<file path="src/hdl/rename_config.svh">
// Widths and sizes for the rename and dispatch stage
// Included by the package and by every RTL file that sizes its ports
`ifndef RENAME_CONFIG_SVH
`define RENAME_CONFIG_SVH

// Instructions renamed per cycle
`define DISP_WIDTH 2

// Register file sizes
`define ARCH_REGS 32
`define PHYS_REGS 64

// Window sizes
`define ROB_SIZE 32
`define RS_SIZE 16

// PC width
`define XLEN 32

`endif

</file>
<file path="src/hdl/rename_pkg.sv">
// Shared types for the rename and dispatch stage
// Imported by every block that builds or reads bundles and records
`include "rename_config.svh"

package rename_pkg;

    typedef logic [$clog2(`ARCH_REGS)-1:0] arch_reg_t;
    typedef logic [$clog2(`PHYS_REGS)-1:0] phys_tag_t;
    typedef logic [$clog2(`ROB_SIZE)-1:0] rob_idx_t;
    typedef logic [$clog2(`ROB_SIZE+1)-1:0] rob_count_t;
    typedef logic [$clog2(`RS_SIZE+1)-1:0] rs_count_t;
    typedef logic [$clog2(`PHYS_REGS-`ARCH_REGS+1)-1:0] fl_count_t;
    typedef logic [`DISP_WIDTH-1:0] lane_mask_t;
    typedef logic [$clog2(`DISP_WIDTH+1)-1:0] lane_count_t;

    // Functional unit class from decode
    typedef enum logic [2:0] {
        OP_ALU,
        OP_MUL,
        OP_LOAD,
        OP_STORE,
        OP_BRANCH
    } op_class_e;

    ////////////////////////////////////////
    // Fetch side
    ////////////////////////////////////////
    typedef struct packed {
        logic valid;
        logic [`XLEN-1:0] pc;
        op_class_e op_class;
        arch_reg_t rd;
        arch_reg_t rs1;
        arch_reg_t rs2;
        logic uses_rd;
        logic uses_rs1;
        logic uses_rs2;
    } fetch_inst_t;

    typedef fetch_inst_t [`DISP_WIDTH-1:0] fetch_bundle_t;

    ////////////////////////////////////////
    // Allocation records
    ////////////////////////////////////////
    typedef struct packed {
        logic [`XLEN-1:0] pc;
        op_class_e op_class;
        logic is_branch;
        arch_reg_t arch_rd;
        logic uses_rd;
        phys_tag_t phys_rd;
        phys_tag_t prev_phys_rd;
    } rob_entry_t;

    typedef struct packed {
        op_class_e op_class;
        phys_tag_t src1_tag;
        logic src1_ready;
        phys_tag_t src2_tag;
        logic src2_ready;
        phys_tag_t dest_tag;
        rob_idx_t rob_idx;
    } rs_entry_t;

    // Commit port, oldest lane first
    typedef struct packed {
        logic valid;
        logic uses_rd;
        arch_reg_t arch_rd;
        phys_tag_t phys_rd;
        phys_tag_t prev_phys_rd;
    } retire_lane_t;

    typedef retire_lane_t [`DISP_WIDTH-1:0] retire_bundle_t;

    // Number of set lanes in a mask
    function automatic lane_count_t count_lanes(input lane_mask_t mask);
        lane_count_t n;
        n = '0;
        for (int i = 0; i < `DISP_WIDTH; i++) begin
            n = n + lane_count_t'(mask[i]);
        end
        return n;
    endfunction

endpackage

</file>
<file path="src/hdl/map_table.sv">
// Speculative and committed register maps for renaming
// Reads are combinational, rename and retire writes land at the clock edge
`timescale 1ns/1ns
`include "rename_config.svh"

module map_table (
    input  logic clock,
    input  logic reset,
    // Three reads per lane: rs1, rs2, rd
    input  rename_pkg::arch_reg_t [3*`DISP_WIDTH-1:0] read_idx,
    output rename_pkg::phys_tag_t [3*`DISP_WIDTH-1:0] read_tag,
    // Rename writes from dispatch
    input  rename_pkg::lane_mask_t write_en,
    input  rename_pkg::arch_reg_t [`DISP_WIDTH-1:0] write_idx,
    input  rename_pkg::phys_tag_t [`DISP_WIDTH-1:0] write_tag,
    input  rename_pkg::retire_bundle_t retire_bundle,
    input  logic mispredict
);
    import rename_pkg::*;

    phys_tag_t spec_map [`ARCH_REGS];
    phys_tag_t commit_map [`ARCH_REGS];
    // Committed map with this cycle's retires applied
    phys_tag_t commit_next [`ARCH_REGS];

    // Speculative lookups, no in-bundle bypass here
    always_comb begin
        for (int i = 0; i < 3*`DISP_WIDTH; i++) begin
            read_tag[i] = spec_map[read_idx[i]];
        end
    end

    // Retire lanes in order, so a younger retire of the same reg wins
    always_comb begin
        for (int r = 0; r < `ARCH_REGS; r++) begin
            commit_next[r] = commit_map[r];
        end
        for (int i = 0; i < `DISP_WIDTH; i++) begin
            if (retire_bundle[i].valid && retire_bundle[i].uses_rd) begin
                commit_next[retire_bundle[i].arch_rd] = retire_bundle[i].phys_rd;
            end
        end
    end

    ////////////////////////////////////////
    // Table update
    ////////////////////////////////////////
    always_ff @(posedge clock) begin
        if (reset) begin
            // Identity map out of reset
            for (int r = 0; r < `ARCH_REGS; r++) begin
                spec_map[r] <= phys_tag_t'(r);
                commit_map[r] <= phys_tag_t'(r);
            end
        end else begin
            for (int r = 0; r < `ARCH_REGS; r++) begin
                commit_map[r] <= commit_next[r];
            end
            if (mispredict) begin
                // Full flush, speculative state becomes the retired state
                for (int r = 0; r < `ARCH_REGS; r++) begin
                    spec_map[r] <= commit_next[r];
                end
            end else begin
                // Later lane overwrites an earlier write to the same reg
                for (int i = 0; i < `DISP_WIDTH; i++) begin
                    if (write_en[i]) begin
                        spec_map[write_idx[i]] <= write_tag[i];
                    end
                end
            end
        end
    end

endmodule

</file>
<file path="src/hdl/free_list.sv">
// Circular list of free physical tags for destination renaming
// Dispatch pops at the speculative head, retire pushes old tags at the tail
`timescale 1ns/1ns
`include "rename_config.svh"

module free_list (
    input  logic clock,
    input  logic reset,
    input  rename_pkg::lane_mask_t pop,
    output rename_pkg::phys_tag_t [`DISP_WIDTH-1:0] head_tag,
    output rename_pkg::fl_count_t count,
    input  rename_pkg::retire_bundle_t retire_bundle,
    input  logic mispredict
);
    import rename_pkg::*;

    localparam int FL_SIZE = `PHYS_REGS - `ARCH_REGS;
    localparam int IDX_W = $clog2(FL_SIZE);

    // Extra top bit tells a full list from an empty one
    typedef logic [IDX_W:0] fl_ptr_t;

    phys_tag_t tag_buf [FL_SIZE];
    fl_ptr_t spec_head;
    fl_ptr_t commit_head;
    fl_ptr_t tail;

    lane_mask_t push_mask;
    fl_ptr_t push_ptr [`DISP_WIDTH];
    fl_ptr_t tail_next;
    fl_ptr_t commit_head_next;

    // Tags visible to dispatch, next in line first
    always_comb begin
        for (int i = 0; i < `DISP_WIDTH; i++) begin
            head_tag[i] = tag_buf[IDX_W'(spec_head + fl_ptr_t'(i))];
        end
    end

    // Entries between the speculative head and the tail
    assign count = fl_count_t'(tail - spec_head);

    ////////////////////////////////////////
    // Retire pushes
    ////////////////////////////////////////
    // Each freed tag takes the next slot at the tail in lane order
    always_comb begin
        fl_ptr_t ptr;
        ptr = tail;
        for (int i = 0; i < `DISP_WIDTH; i++) begin
            push_mask[i] = retire_bundle[i].valid && retire_bundle[i].uses_rd;
            push_ptr[i] = ptr;
            if (push_mask[i]) begin
                ptr = ptr + 1'b1;
            end
        end
        tail_next = ptr;
    end

    // Every committed rd consumed one tag off the committed head
    assign commit_head_next = commit_head + fl_ptr_t'(count_lanes(push_mask));

    always_ff @(posedge clock) begin
        if (reset) begin
            // Tags above the architectural range start out free, in order
            for (int i = 0; i < FL_SIZE; i++) begin
                tag_buf[i] <= phys_tag_t'(`ARCH_REGS + i);
            end
            spec_head <= '0;
            commit_head <= '0;
            tail <= fl_ptr_t'(FL_SIZE);
        end else begin
            for (int i = 0; i < `DISP_WIDTH; i++) begin
                if (push_mask[i]) begin
                    tag_buf[push_ptr[i][IDX_W-1:0]] <= retire_bundle[i].prev_phys_rd;
                end
            end
            tail <= tail_next;
            commit_head <= commit_head_next;
            // Flush hands back every tag popped since the last commit
            if (mispredict) begin
                spec_head <= commit_head_next;
            end else begin
                spec_head <= spec_head + fl_ptr_t'(count_lanes(pop));
            end
        end
    end

endmodule

</file>
<file path="src/hdl/rob_tracker.sv">
// ROB head, tail and occupancy bookkeeping for dispatch
// Gives dispatch the next ROB index and the number of free slots
`timescale 1ns/1ns
`include "rename_config.svh"

module rob_tracker (
    input  logic clock,
    input  logic reset,
    input  rename_pkg::lane_mask_t dispatch_mask,
    input  rename_pkg::retire_bundle_t retire_bundle,
    input  logic mispredict,
    output rename_pkg::rob_idx_t rob_tail,
    output rename_pkg::rob_count_t rob_free
);
    import rename_pkg::*;

    rob_idx_t head;
    rob_idx_t head_next;
    rob_count_t occupancy;
    lane_mask_t retire_mask;
    lane_count_t n_disp;
    lane_count_t n_retire;

    always_comb begin
        for (int i = 0; i < `DISP_WIDTH; i++) begin
            retire_mask[i] = retire_bundle[i].valid;
        end
    end

    assign n_disp = count_lanes(dispatch_mask);
    assign n_retire = count_lanes(retire_mask);
    assign head_next = head + rob_idx_t'(n_retire);

    assign rob_free = rob_count_t'(`ROB_SIZE) - occupancy;

    // Indices wrap with the 5-bit pointers
    always_ff @(posedge clock) begin
        if (reset) begin
            head <= '0;
            rob_tail <= '0;
            occupancy <= '0;
        end else begin
            head <= head_next;
            if (mispredict) begin
                // Everything younger than the retired point is gone
                rob_tail <= head_next;
                occupancy <= '0;
            end else begin
                rob_tail <= rob_tail + rob_idx_t'(n_disp);
                occupancy <= occupancy + rob_count_t'(n_disp) - rob_count_t'(n_retire);
            end
        end
    end

endmodule

</file>
<file path="src/hdl/dispatch_stage.sv">
// Atomic dispatch of one fetch bundle with in-bundle rename bypass
// Builds ROB and RS allocation records combinationally from the map and free list
`timescale 1ns/1ns
`include "rename_config.svh"

module dispatch_stage (
    input  rename_pkg::fetch_bundle_t fetch_bundle,
    input  rename_pkg::rs_count_t rs_free_slots,
    input  logic mispredict,
    // Map table lookup and rename write
    output rename_pkg::arch_reg_t [3*`DISP_WIDTH-1:0] map_idx,
    input  rename_pkg::phys_tag_t [3*`DISP_WIDTH-1:0] map_tag,
    output rename_pkg::lane_mask_t map_we,
    output rename_pkg::arch_reg_t [`DISP_WIDTH-1:0] map_wr_idx,
    output rename_pkg::phys_tag_t [`DISP_WIDTH-1:0] map_wr_tag,
    // Free list
    output rename_pkg::lane_mask_t fl_pop,
    input  rename_pkg::phys_tag_t [`DISP_WIDTH-1:0] fl_tag,
    input  rename_pkg::fl_count_t fl_count,
    // ROB bookkeeping
    input  rename_pkg::rob_idx_t rob_tail,
    input  rename_pkg::rob_count_t rob_free,
    output logic stall,
    output rename_pkg::lane_mask_t dispatch_mask,
    output rename_pkg::rob_entry_t [`DISP_WIDTH-1:0] rob_alloc,
    output rename_pkg::rs_entry_t [`DISP_WIDTH-1:0] rs_alloc
);
    import rename_pkg::*;

    lane_mask_t valid_mask;
    lane_mask_t rd_mask;
    lane_count_t n_valid;
    lane_count_t n_rd;

    phys_tag_t [`DISP_WIDTH-1:0] src1_tag;
    phys_tag_t [`DISP_WIDTH-1:0] src2_tag;
    phys_tag_t [`DISP_WIDTH-1:0] prev_tag;
    phys_tag_t [`DISP_WIDTH-1:0] new_tag;
    rob_idx_t [`DISP_WIDTH-1:0] lane_rob_idx;

    ////////////////////////////////////////
    // Stall decision
    ////////////////////////////////////////
    always_comb begin
        for (int i = 0; i < `DISP_WIDTH; i++) begin
            valid_mask[i] = fetch_bundle[i].valid;
            rd_mask[i] = fetch_bundle[i].valid && fetch_bundle[i].uses_rd;
        end
    end

    assign n_valid = count_lanes(valid_mask);
    assign n_rd = count_lanes(rd_mask);

    // All or nothing, every valid lane must fit everywhere
    assign stall = |valid_mask && (rob_free < rob_count_t'(n_valid)
                                   || rs_free_slots < rs_count_t'(n_valid)
                                   || fl_count < fl_count_t'(n_rd));

    // Nothing goes out in the flush cycle
    assign dispatch_mask = (stall || mispredict) ? '0 : valid_mask;

    // Only dispatched lanes with a destination consume a tag
    assign fl_pop = dispatch_mask & rd_mask;
    assign map_we = fl_pop;

    ////////////////////////////////////////
    // Rename
    ////////////////////////////////////////
    always_comb begin
        lane_count_t pop_pos;
        lane_count_t rob_ofs;
        pop_pos = '0;
        rob_ofs = '0;
        for (int i = 0; i < `DISP_WIDTH; i++) begin
            // Lookup slots 3i, 3i+1, 3i+2 are rs1, rs2, rd
            map_idx[3*i] = fetch_bundle[i].rs1;
            map_idx[3*i+1] = fetch_bundle[i].rs2;
            map_idx[3*i+2] = fetch_bundle[i].rd;
            src1_tag[i] = map_tag[3*i];
            src2_tag[i] = map_tag[3*i+1];
            prev_tag[i] = map_tag[3*i+2];
            // Older lanes in the bundle override the table, youngest of them wins
            for (int j = 0; j < i; j++) begin
                if (rd_mask[j] && fetch_bundle[j].rd == fetch_bundle[i].rs1) begin
                    src1_tag[i] = new_tag[j];
                end
                if (rd_mask[j] && fetch_bundle[j].rd == fetch_bundle[i].rs2) begin
                    src2_tag[i] = new_tag[j];
                end
                if (rd_mask[j] && fetch_bundle[j].rd == fetch_bundle[i].rd) begin
                    prev_tag[i] = new_tag[j];
                end
            end
            // Head tags are handed out to rd lanes in order
            new_tag[i] = rd_mask[i] ? fl_tag[pop_pos[$clog2(`DISP_WIDTH)-1:0]] : '0;
            if (rd_mask[i]) begin
                pop_pos = pop_pos + 1'b1;
            end
            // ROB slots are consecutive over dispatched lanes
            lane_rob_idx[i] = rob_tail + rob_idx_t'(rob_ofs);
            if (dispatch_mask[i]) begin
                rob_ofs = rob_ofs + 1'b1;
            end
            map_wr_idx[i] = fetch_bundle[i].rd;
            map_wr_tag[i] = new_tag[i];
        end
    end

    ////////////////////////////////////////
    // Allocation records
    ////////////////////////////////////////
    always_comb begin
        for (int i = 0; i < `DISP_WIDTH; i++) begin
            rob_alloc[i].pc = fetch_bundle[i].pc;
            rob_alloc[i].op_class = fetch_bundle[i].op_class;
            rob_alloc[i].is_branch = fetch_bundle[i].op_class == OP_BRANCH;
            rob_alloc[i].arch_rd = fetch_bundle[i].rd;
            rob_alloc[i].uses_rd = fetch_bundle[i].uses_rd;
            rob_alloc[i].phys_rd = new_tag[i];
            // No old mapping to free without a destination
            rob_alloc[i].prev_phys_rd = fetch_bundle[i].uses_rd ? prev_tag[i] : '0;

            rs_alloc[i].op_class = fetch_bundle[i].op_class;
            // Unused sources read as ready on tag 0
            // Used ones wait, there is no busy table here
            rs_alloc[i].src1_tag = fetch_bundle[i].uses_rs1 ? src1_tag[i] : '0;
            rs_alloc[i].src1_ready = !fetch_bundle[i].uses_rs1;
            rs_alloc[i].src2_tag = fetch_bundle[i].uses_rs2 ? src2_tag[i] : '0;
            rs_alloc[i].src2_ready = !fetch_bundle[i].uses_rs2;
            rs_alloc[i].dest_tag = new_tag[i];
            rs_alloc[i].rob_idx = lane_rob_idx[i];
        end
    end

endmodule

</file>
<file path="src/hdl/rename_top.sv">
// Top level of the rename and dispatch stage
// Ties the map table, free list and ROB tracker to the dispatch logic
`timescale 1ns/1ns
`include "rename_config.svh"

module rename_top (
    input  logic clock,
    input  logic reset,
    input  rename_pkg::fetch_bundle_t fetch_bundle,
    input  rename_pkg::rs_count_t rs_free_slots,
    input  rename_pkg::retire_bundle_t retire_bundle,
    input  logic mispredict,
    output logic stall,
    output rename_pkg::lane_mask_t dispatch_mask,
    output rename_pkg::rob_entry_t [`DISP_WIDTH-1:0] rob_alloc,
    output rename_pkg::rs_entry_t [`DISP_WIDTH-1:0] rs_alloc
);
    import rename_pkg::*;

    // Map table paths
    arch_reg_t [3*`DISP_WIDTH-1:0] map_idx;
    phys_tag_t [3*`DISP_WIDTH-1:0] map_tag;
    lane_mask_t map_we;
    arch_reg_t [`DISP_WIDTH-1:0] map_wr_idx;
    phys_tag_t [`DISP_WIDTH-1:0] map_wr_tag;

    // Free list paths
    lane_mask_t fl_pop;
    phys_tag_t [`DISP_WIDTH-1:0] fl_tag;
    fl_count_t fl_count;

    // ROB bookkeeping
    rob_idx_t rob_tail;
    rob_count_t rob_free;

    map_table map_table_inst (
        .clock(clock),
        .reset(reset),
        .read_idx(map_idx),
        .read_tag(map_tag),
        .write_en(map_we),
        .write_idx(map_wr_idx),
        .write_tag(map_wr_tag),
        .retire_bundle(retire_bundle),
        .mispredict(mispredict)
    );

    free_list free_list_inst (
        .clock(clock),
        .reset(reset),
        .pop(fl_pop),
        .head_tag(fl_tag),
        .count(fl_count),
        .retire_bundle(retire_bundle),
        .mispredict(mispredict)
    );

    rob_tracker rob_tracker_inst (
        .clock(clock),
        .reset(reset),
        .dispatch_mask(dispatch_mask),
        .retire_bundle(retire_bundle),
        .mispredict(mispredict),
        .rob_tail(rob_tail),
        .rob_free(rob_free)
    );

    dispatch_stage dispatch_stage_inst (
        .fetch_bundle(fetch_bundle),
        .rs_free_slots(rs_free_slots),
        .mispredict(mispredict),
        .map_idx(map_idx),
        .map_tag(map_tag),
        .map_we(map_we),
        .map_wr_idx(map_wr_idx),
        .map_wr_tag(map_wr_tag),
        .fl_pop(fl_pop),
        .fl_tag(fl_tag),
        .fl_count(fl_count),
        .rob_tail(rob_tail),
        .rob_free(rob_free),
        .stall(stall),
        .dispatch_mask(dispatch_mask),
        .rob_alloc(rob_alloc),
        .rs_alloc(rs_alloc)
    );

endmodule

</file>
<file path="config.mk">
export PLATFORM = sky130hd
export DESIGN_NAME = rename_top
export DESIGN_NICKNAME = d
export VERILOG_FILES = /design/src/hdl/rename_pkg.sv /design/src/hdl/map_table.sv /design/src/hdl/free_list.sv /design/src/hdl/rob_tracker.sv /design/src/hdl/dispatch_stage.sv /design/src/hdl/rename_top.sv
export VERILOG_INCLUDE_DIRS = /design/src /design/src/hdl
export SDC_FILE = /design/constraint.sdc
export NUM_CORES = 2
export LEC_CHECK = 0
export BUFFER_PORTS_ARGS = -buffer_cell sky130_fd_sc_hd__buf_2
export CORE_MARGIN = 2
export CORE_UTILIZATION = 30
export CTS_CLUSTER_SIZE = 30
export DETAILED_ROUTE_END_ITERATION = 6
export PLACE_DENSITY_LB_ADDON = 0.1
export REMOVE_ABC_BUFFERS = 1
export SLEW_MARGIN = 0
export SYNTH_ARGS = -nofsm -noshare
export SYNTH_HDL_FRONTEND = slang
export SYNTH_SLANG_ARGS = --single-unit
</file>
<file path="constraint.sdc">
create_clock -name clock -period 4.6 [get_ports clock]
set_input_delay 0.46 -clock clock [delete_from_list [all_inputs] [get_ports clock]]
set_output_delay 0.46 -clock clock [all_outputs]
set_load 0.02 [all_outputs]
</file>
Yosys cells after proc, flatten, opt, wreduce, memory -nomap -nowiden
Memories as Yosys holds them, arrays and structs flattened. A register that Yosys moved wholly into a read port is not among the register bits. Index checks and enable logic that the tools add are counted.

Register bits: 34. RAM bits: 576. Input port bits: 154. Memories: 3.

Memories: free_list_inst.tag_buf (depth 32, width 6, read ports 2, clocked after memory_dff 1, write ports 32, RTL line free_list.sv:23) `phys_tag_t tag_buf [FL_SIZE];`; map_table_inst.commit_map (depth 32, width 6, read ports 32, clocked after memory_dff 0, write ports 32, RTL line map_table.sv:22) `` phys_tag_t commit_map [`ARCH_REGS]; ``; map_table_inst.spec_map (depth 32, width 6, read ports 6, clocked after memory_dff 0, write ports 32, RTL line map_table.sv:21) `` phys_tag_t spec_map [`ARCH_REGS]; ``.

Add/subtract/negate cells: 18. Order comparisons: 8. Equality and inequality tests: 5. Muxes and demuxes: 125. Bitwise operators: 67. Reduce and logical (&&, ||, !) cells: 23.

Operator list (number): two-way mux 6 bit (86); bitwise mux 192 bit (2); two-way mux 192 bit (2); bitwise OR 1 bit (64); demux 6 bit (select 5 bit) (2); two-way mux 5 bit (6); two-way mux 1 bit (26); OR reduction 6 bit (4); adder 6 x 2 -> 6 bit (3); equality test 5 bit (3); adder 1 x 1 -> 2 bit (6); adder 6 x 1 -> 6 bit (second input constant) (2); greater-or-equal comparator 6 bit (second input constant) (2); < comparator 6 x 1 -> 1 bit (second input constant) (2); < comparator 6 x 2 -> 1 bit (2); inverter 5 -> 6 bit (2); adder 5 x 2 -> 5 bit (2); logical AND 1 bit (10); equality test 3 bit (second input constant) (2); subtractor 6 x 2 -> 6 bit (1); subtractor 6 bit (1); subtractor 6 bit (first input constant) (1); adder 5 x 1 -> 5 bit (1); adder 5 x 1 -> 5 bit (second input constant) (1); other kinds (7) (13).

Depth between registers and ports, before layout
Depth after elaboration: 14. Mapped depth: 24. Gate-level depth less buffers: 23.

Hierarchy
From an unflattened synthesis, not the netlist that was laid out.

Cell total of the unflattened synthesis: 4710. Area total of the unflattened synthesis: 47229.0 µm².

Modules (own cells, without submodules): map_table (times used 1, cells an instance 3018, area an instance 30130.1 µm², seq. area each 9609.2 µm²); free_list (times used 1, cells an instance 1253, area an instance 13803.2 µm², seq. area each 6125.9 µm²); dispatch_stage (times used 1, cells an instance 322, area an instance 2217.1 µm², seq. area each 0.0 µm²); rob_tracker (times used 1, cells an instance 117, area an instance 1078.5 µm², seq. area each 320.3 µm²).

Least setup slack after synthesis
No wires, ideal clock.

Path kind: reg-to-reg. From: register free_list_inst.spec_head[1]. To: register rob_tracker_inst.occupancy[5]. Arrival: 4871 ps. Required time: 4472 ps. Setup slack: -398 ps. Cell stages (with the launch flop): 25. Buffers on the path: 3. Period minus slack after synthesis: 4998 ps. Path through: dfxtp_1 > buf_6 > buf_6 > buf_4 > inv_1 > fa_1 > ha_1 > a2111oi_2 > o211ai_2 > o21ai_4 > nor2_1 > inv_2 > nor3_1 > ha_1 > inv_1 > fa_1 > inv_1 > ha_1 > a21o_1 > a21oi_1 > nor2_1 > nor2_1 > o21bai_1 > xnor2_1 > nor2_1.

Word-level cells in the longest chain between the ends: 9.

RTL lines: start, declared (RTL line free_list.sv:24) `fl_ptr_t spec_head;`; start signal, assigned (RTL line free_list.sv:82) `spec_head <= commit_head_next;`; start signal, assigned (RTL line free_list.sv:84) `spec_head <= spec_head + fl_ptr_t'(count_lanes(pop));`; subtractor 6 bit (RTL line free_list.sv:41) `assign count = fl_count_t'(tail - spec_head);`; < comparator 6 x 2 -> 1 bit (RTL line dispatch_stage.sv:57) `|| fl_count < fl_count_t'(n_rd));`; logical OR 1 bit (RTL line dispatch_stage.sv:57); logical AND 1 bit (RTL line dispatch_stage.sv:55) `assign stall = |valid_mask && (rob_free < rob_count_t'(n_valid)`; via stall (RTL line rename_top.sv:13) `output logic stall,`; logical OR 1 bit (RTL line dispatch_stage.sv:60) `assign dispatch_mask = (stall || mispredict) ? '0 : valid_mask;`; two-way mux 2 bit (RTL line dispatch_stage.sv:60); via dispatch_mask[0] (RTL line rename_top.sv:14) `output rename_pkg::lane_mask_t dispatch_mask,`; adder 1 x 1 -> 2 bit (RTL line rename_pkg.sv:81) `n = n + lane_count_t'(mask[i]);`; adder 6 x 2 -> 6 bit (RTL line rob_tracker.sv:50) `occupancy <= occupancy + rob_count_t'(n_disp) - rob_count_t'(n_retire);`; subtractor 6 x 2 -> 6 bit (RTL line rob_tracker.sv:50); end signal, assigned (RTL line rob_tracker.sv:50); end, declared (RTL line rob_tracker.sv:19) `rob_count_t occupancy;`.

The timed path passes the listed nets, and every way through them passes these cells. A chain may end at the register's enable or synchronous reset.

==> impl_metrics.csv <==
group,metric,value,unit
die,pin_count,321,
die,core_area,150000,sq um
synth,ys.flop_type,"edfxtp_1",
run_status,status,"complete, no violations",
global_route,grt_max_degree,82,
global_route,grt_pass1_vias,35349,
clocking,cts_tree,"yes",
die,die_width,392,um
min_path,hold_class,"input port to flop",
route,initialDrtViolationCount,4188,
synth,avgSynthCellArea,11.1,sq um
placement,port_buffers,192,
global_route,track_usage,27.4,%
timing,slew_headroom,23.2,%
critical_path,worstPathRequired,4.14,ns
critical_path,path_buf_inv,5,
critical_path,cp_max_fo,30,
route,wl_met2,99.4,mm
critical_path,start_kind,"flop",
critical_path,critical_path_class,"flop to primary output",
global_route,gr-total-overflow,0,
pwr,p_sw_share,30.9,%
finish,design_area,50700,sq um
pwr,share_seq_of_total_power,38.8,%
pwr,p_clk_share,40.7,%
die,die_area,154000,sq um
timing,hold_viol_final,0,
route,routed.top_layer,"met5",
route,m1WireLength,88.6,mm
pwr,p_int,0.0109,W
timing,worstMarginPinSlew,1.15,ns
synth,yosysSeqAreaShare,35.6,%
clocking,clock_sinks,610,
finish,nets,4261,
finish,drive_gt1_share,28.4,%
timing,holdWs,0.207,ns
route,met3WireLength,15.7,mm
placement,placed_area,48100,sq um
clocking,holdBufCountCts,0,
synth,synth.distinct_cells,87,
synth,synth_top_area_share,25.5,%
route,vias,36574,
route,drc_errors,0,
synth,synth_area_leaders,"edfxtp_1, mux4_2, mux2i_1",
critical_path,critPathArrivalTime,3.98,ns
critical_path,crit_top_cell,"buf_6",
timing,slew_violations,0,
critical_path,cp_top_family,"buffers and inverters",
pwr,power.leakage,18.5,nW
placement,gpl.final_weighted_congestion,0.960,
route,detail-route-antenna-nets,0,
timing,setup_violations,0,
critical_path,critPathSlowestCell,"mux4_2",
clocking,cts_setup_buffers,0,
critical_path,critical_path.cell_chain,"buf_6, buf_6, mux4_2, mux2_2, a2bb2oi_1, nand3_2, clkinv_2, buf_4, buf_2",
die,initial_core_util,30.2,%
synth,synth_warnings,0,
timing,fmax,225,MHz
placement,place_hpwl,156,mm
clocking,clk_latency,0.68,ns
pwr,power,0.0158,W
route,drt_wl_total,213,mm
synth,synth_top_area_cell,"edfxtp_1",
route,routedWlPerCell,34.7,um
pwr,max-vdd-ir-drop,0.219,mV
route,firstDrtPassIters,6,
die,die-height,392,um
synth,syn_area,45200,sq um
clocking,clkTransAtPathRegs,0.05,ns
pwr,p_comb_share,20.5,%
critical_path,slowest_delay,0.55,ns
synth,async_flop_share,0,%
synth,synth-seq-cells,610,
die,placementRows,142,
finish,areaGrowthSynthToFinish,12.3,%
finish,final_common_cell,"mux2i_1",
clocking,numCtsBuffers,79,
timing,post-route-period-util,96.5,%
clocking,cts.path.max_buffers,3,
finish,mostFrequentLayoutCells,"mux2i_1, nor2_1, mux4_2",
clocking,root_buffer,"clkbuf_16",
placement,dp_cells,5996,
pwr,power.density,312,nW/um^2
critical_path,crit_path_end_kind,"primary output",
pwr,power.switching,0.00489,W
job,cap_violations,0,
timing,clock-skew-final,0.0277,ns
global_route,antenna_found_initial,7,
finish,fin_cells,6146,
synth,syn_inst,4070,
global_route,grt_pass1_wl,295,mm
synth,synth_edf_count,384,
clocking,htreeDepth,3,
route,avgViaCountPerCell,5.95,
timing,period_needed,4.44,ns
## what timing repair did
action / in CTS / in global routing
setup endpoints to repair: 9 / 10
hold endpoints to repair: 0 / 0
resized for setup: 1 / 3
cloned: 0 / 0
## layout make-up
cell class                      instances  area (sq um)
Clock inverter                         41           385
Sequential cell                       610         16100
Tap cell                             2016          2520
Antenna cell                            3          7.51
Multi-Input combinational cell       2920         26500
Inverter                               60           226
Clock buffer                          106          2230
Timing Repair Buffer                  390          2770
Fill cell                           15073         98900
## synthesized netlist by cell type, types with 34 or more instances
master and count:
dfxtp_1 226, or2_2 54, a31oi_1 49, nand2b_1 46, nand3_1 150, clkbuf_1 238
o21ai_0 108, inv_1 51, mux2i_1 473, o22ai_1 34, nand2_1 299, nor2_1 437
a211oi_1 62, mux2_2 106, a21oi_1 157, edfxtp_1 384, mux4_2 436, buf_2 91
buf_4 116, ha_1 39
## power groups by stage
stage	Clock (W)	Sequential, W	Combinational, W
floorplan	0	0.00620	0.00159
global placement	0	0.00625	0.00324
detailed placement	0	0.00625	0.00322
CTS	0.00655	0.00614	0.00323
global route	0.00675	0.00615	0.00339
finish	0.00644	0.00614	0.00325
## registers in the layout (all words and copies together), names as in the netlist
signal and count:
free_list_inst.tag_buf 192, map_table_inst.commit_map 192, map_table_inst.spec_map 192, free_list_inst.commit_head 6, free_list_inst.spec_head 6, free_list_inst.tail 6
rob_tracker_inst.occupancy 6, rob_tracker_inst.head 5, rob_tracker_inst.rob_tail 5
## per-layer routing
metal  GRT usage [%]  up-vias
met5            1.05        -
met4            10.5       14
met3            5.25      384
met2            44.1     1883
met1            36.2    18827
li1                -    15466
## path summary, 6_finish.rpt
path | slack, ns | cells after the start | start | endpoint
hold reg to reg | 0.51 | 2 | free_list_inst.commit_head[5] | free_list_inst.commit_head[5]
setup reg to reg | 0.34 | 23 | free_list_inst.tail[0] | rob_tracker_inst.occupancy[5]
setup / recovery | 0.16 | 9 | free_list_inst.spec_head[1] | rob_alloc[10]
hold / removal | 0.21 | 2 | reset | free_list_inst.spec_head[0]
## cell families after synthesis
| kind of cell | after synthesis | synth area share [%] |
|---|---|---|
| AOI/OAI and AO/OA | 572 | 8.05 |
| xor gates and xnor gates | 57 | 1.14 |
| adders and majority gates | 46 | 1.39 |
| buffers and inverters | 540 | 5.86 |
| DFF | 610 | 35.6 |
| muxes | 1019 | 35.0 |
| and+or+nand+nor | 1226 | 13.0 |
## per-stage QoR
step | setup TNS [ns] | setup slack, ns | utilization, %
floorplan | -555.23 | -2.51 | -
global placement | 0 | 0.185 | 32.1
detailed placement | 0 | 0.277 | 32.1
CTS | 0 | 0.121 | 33.9
global route | -0.00510 | -0.00510 | 33.9
finish | 0 | 0.163 | 33.9
(Power assumes the default switching activity.)
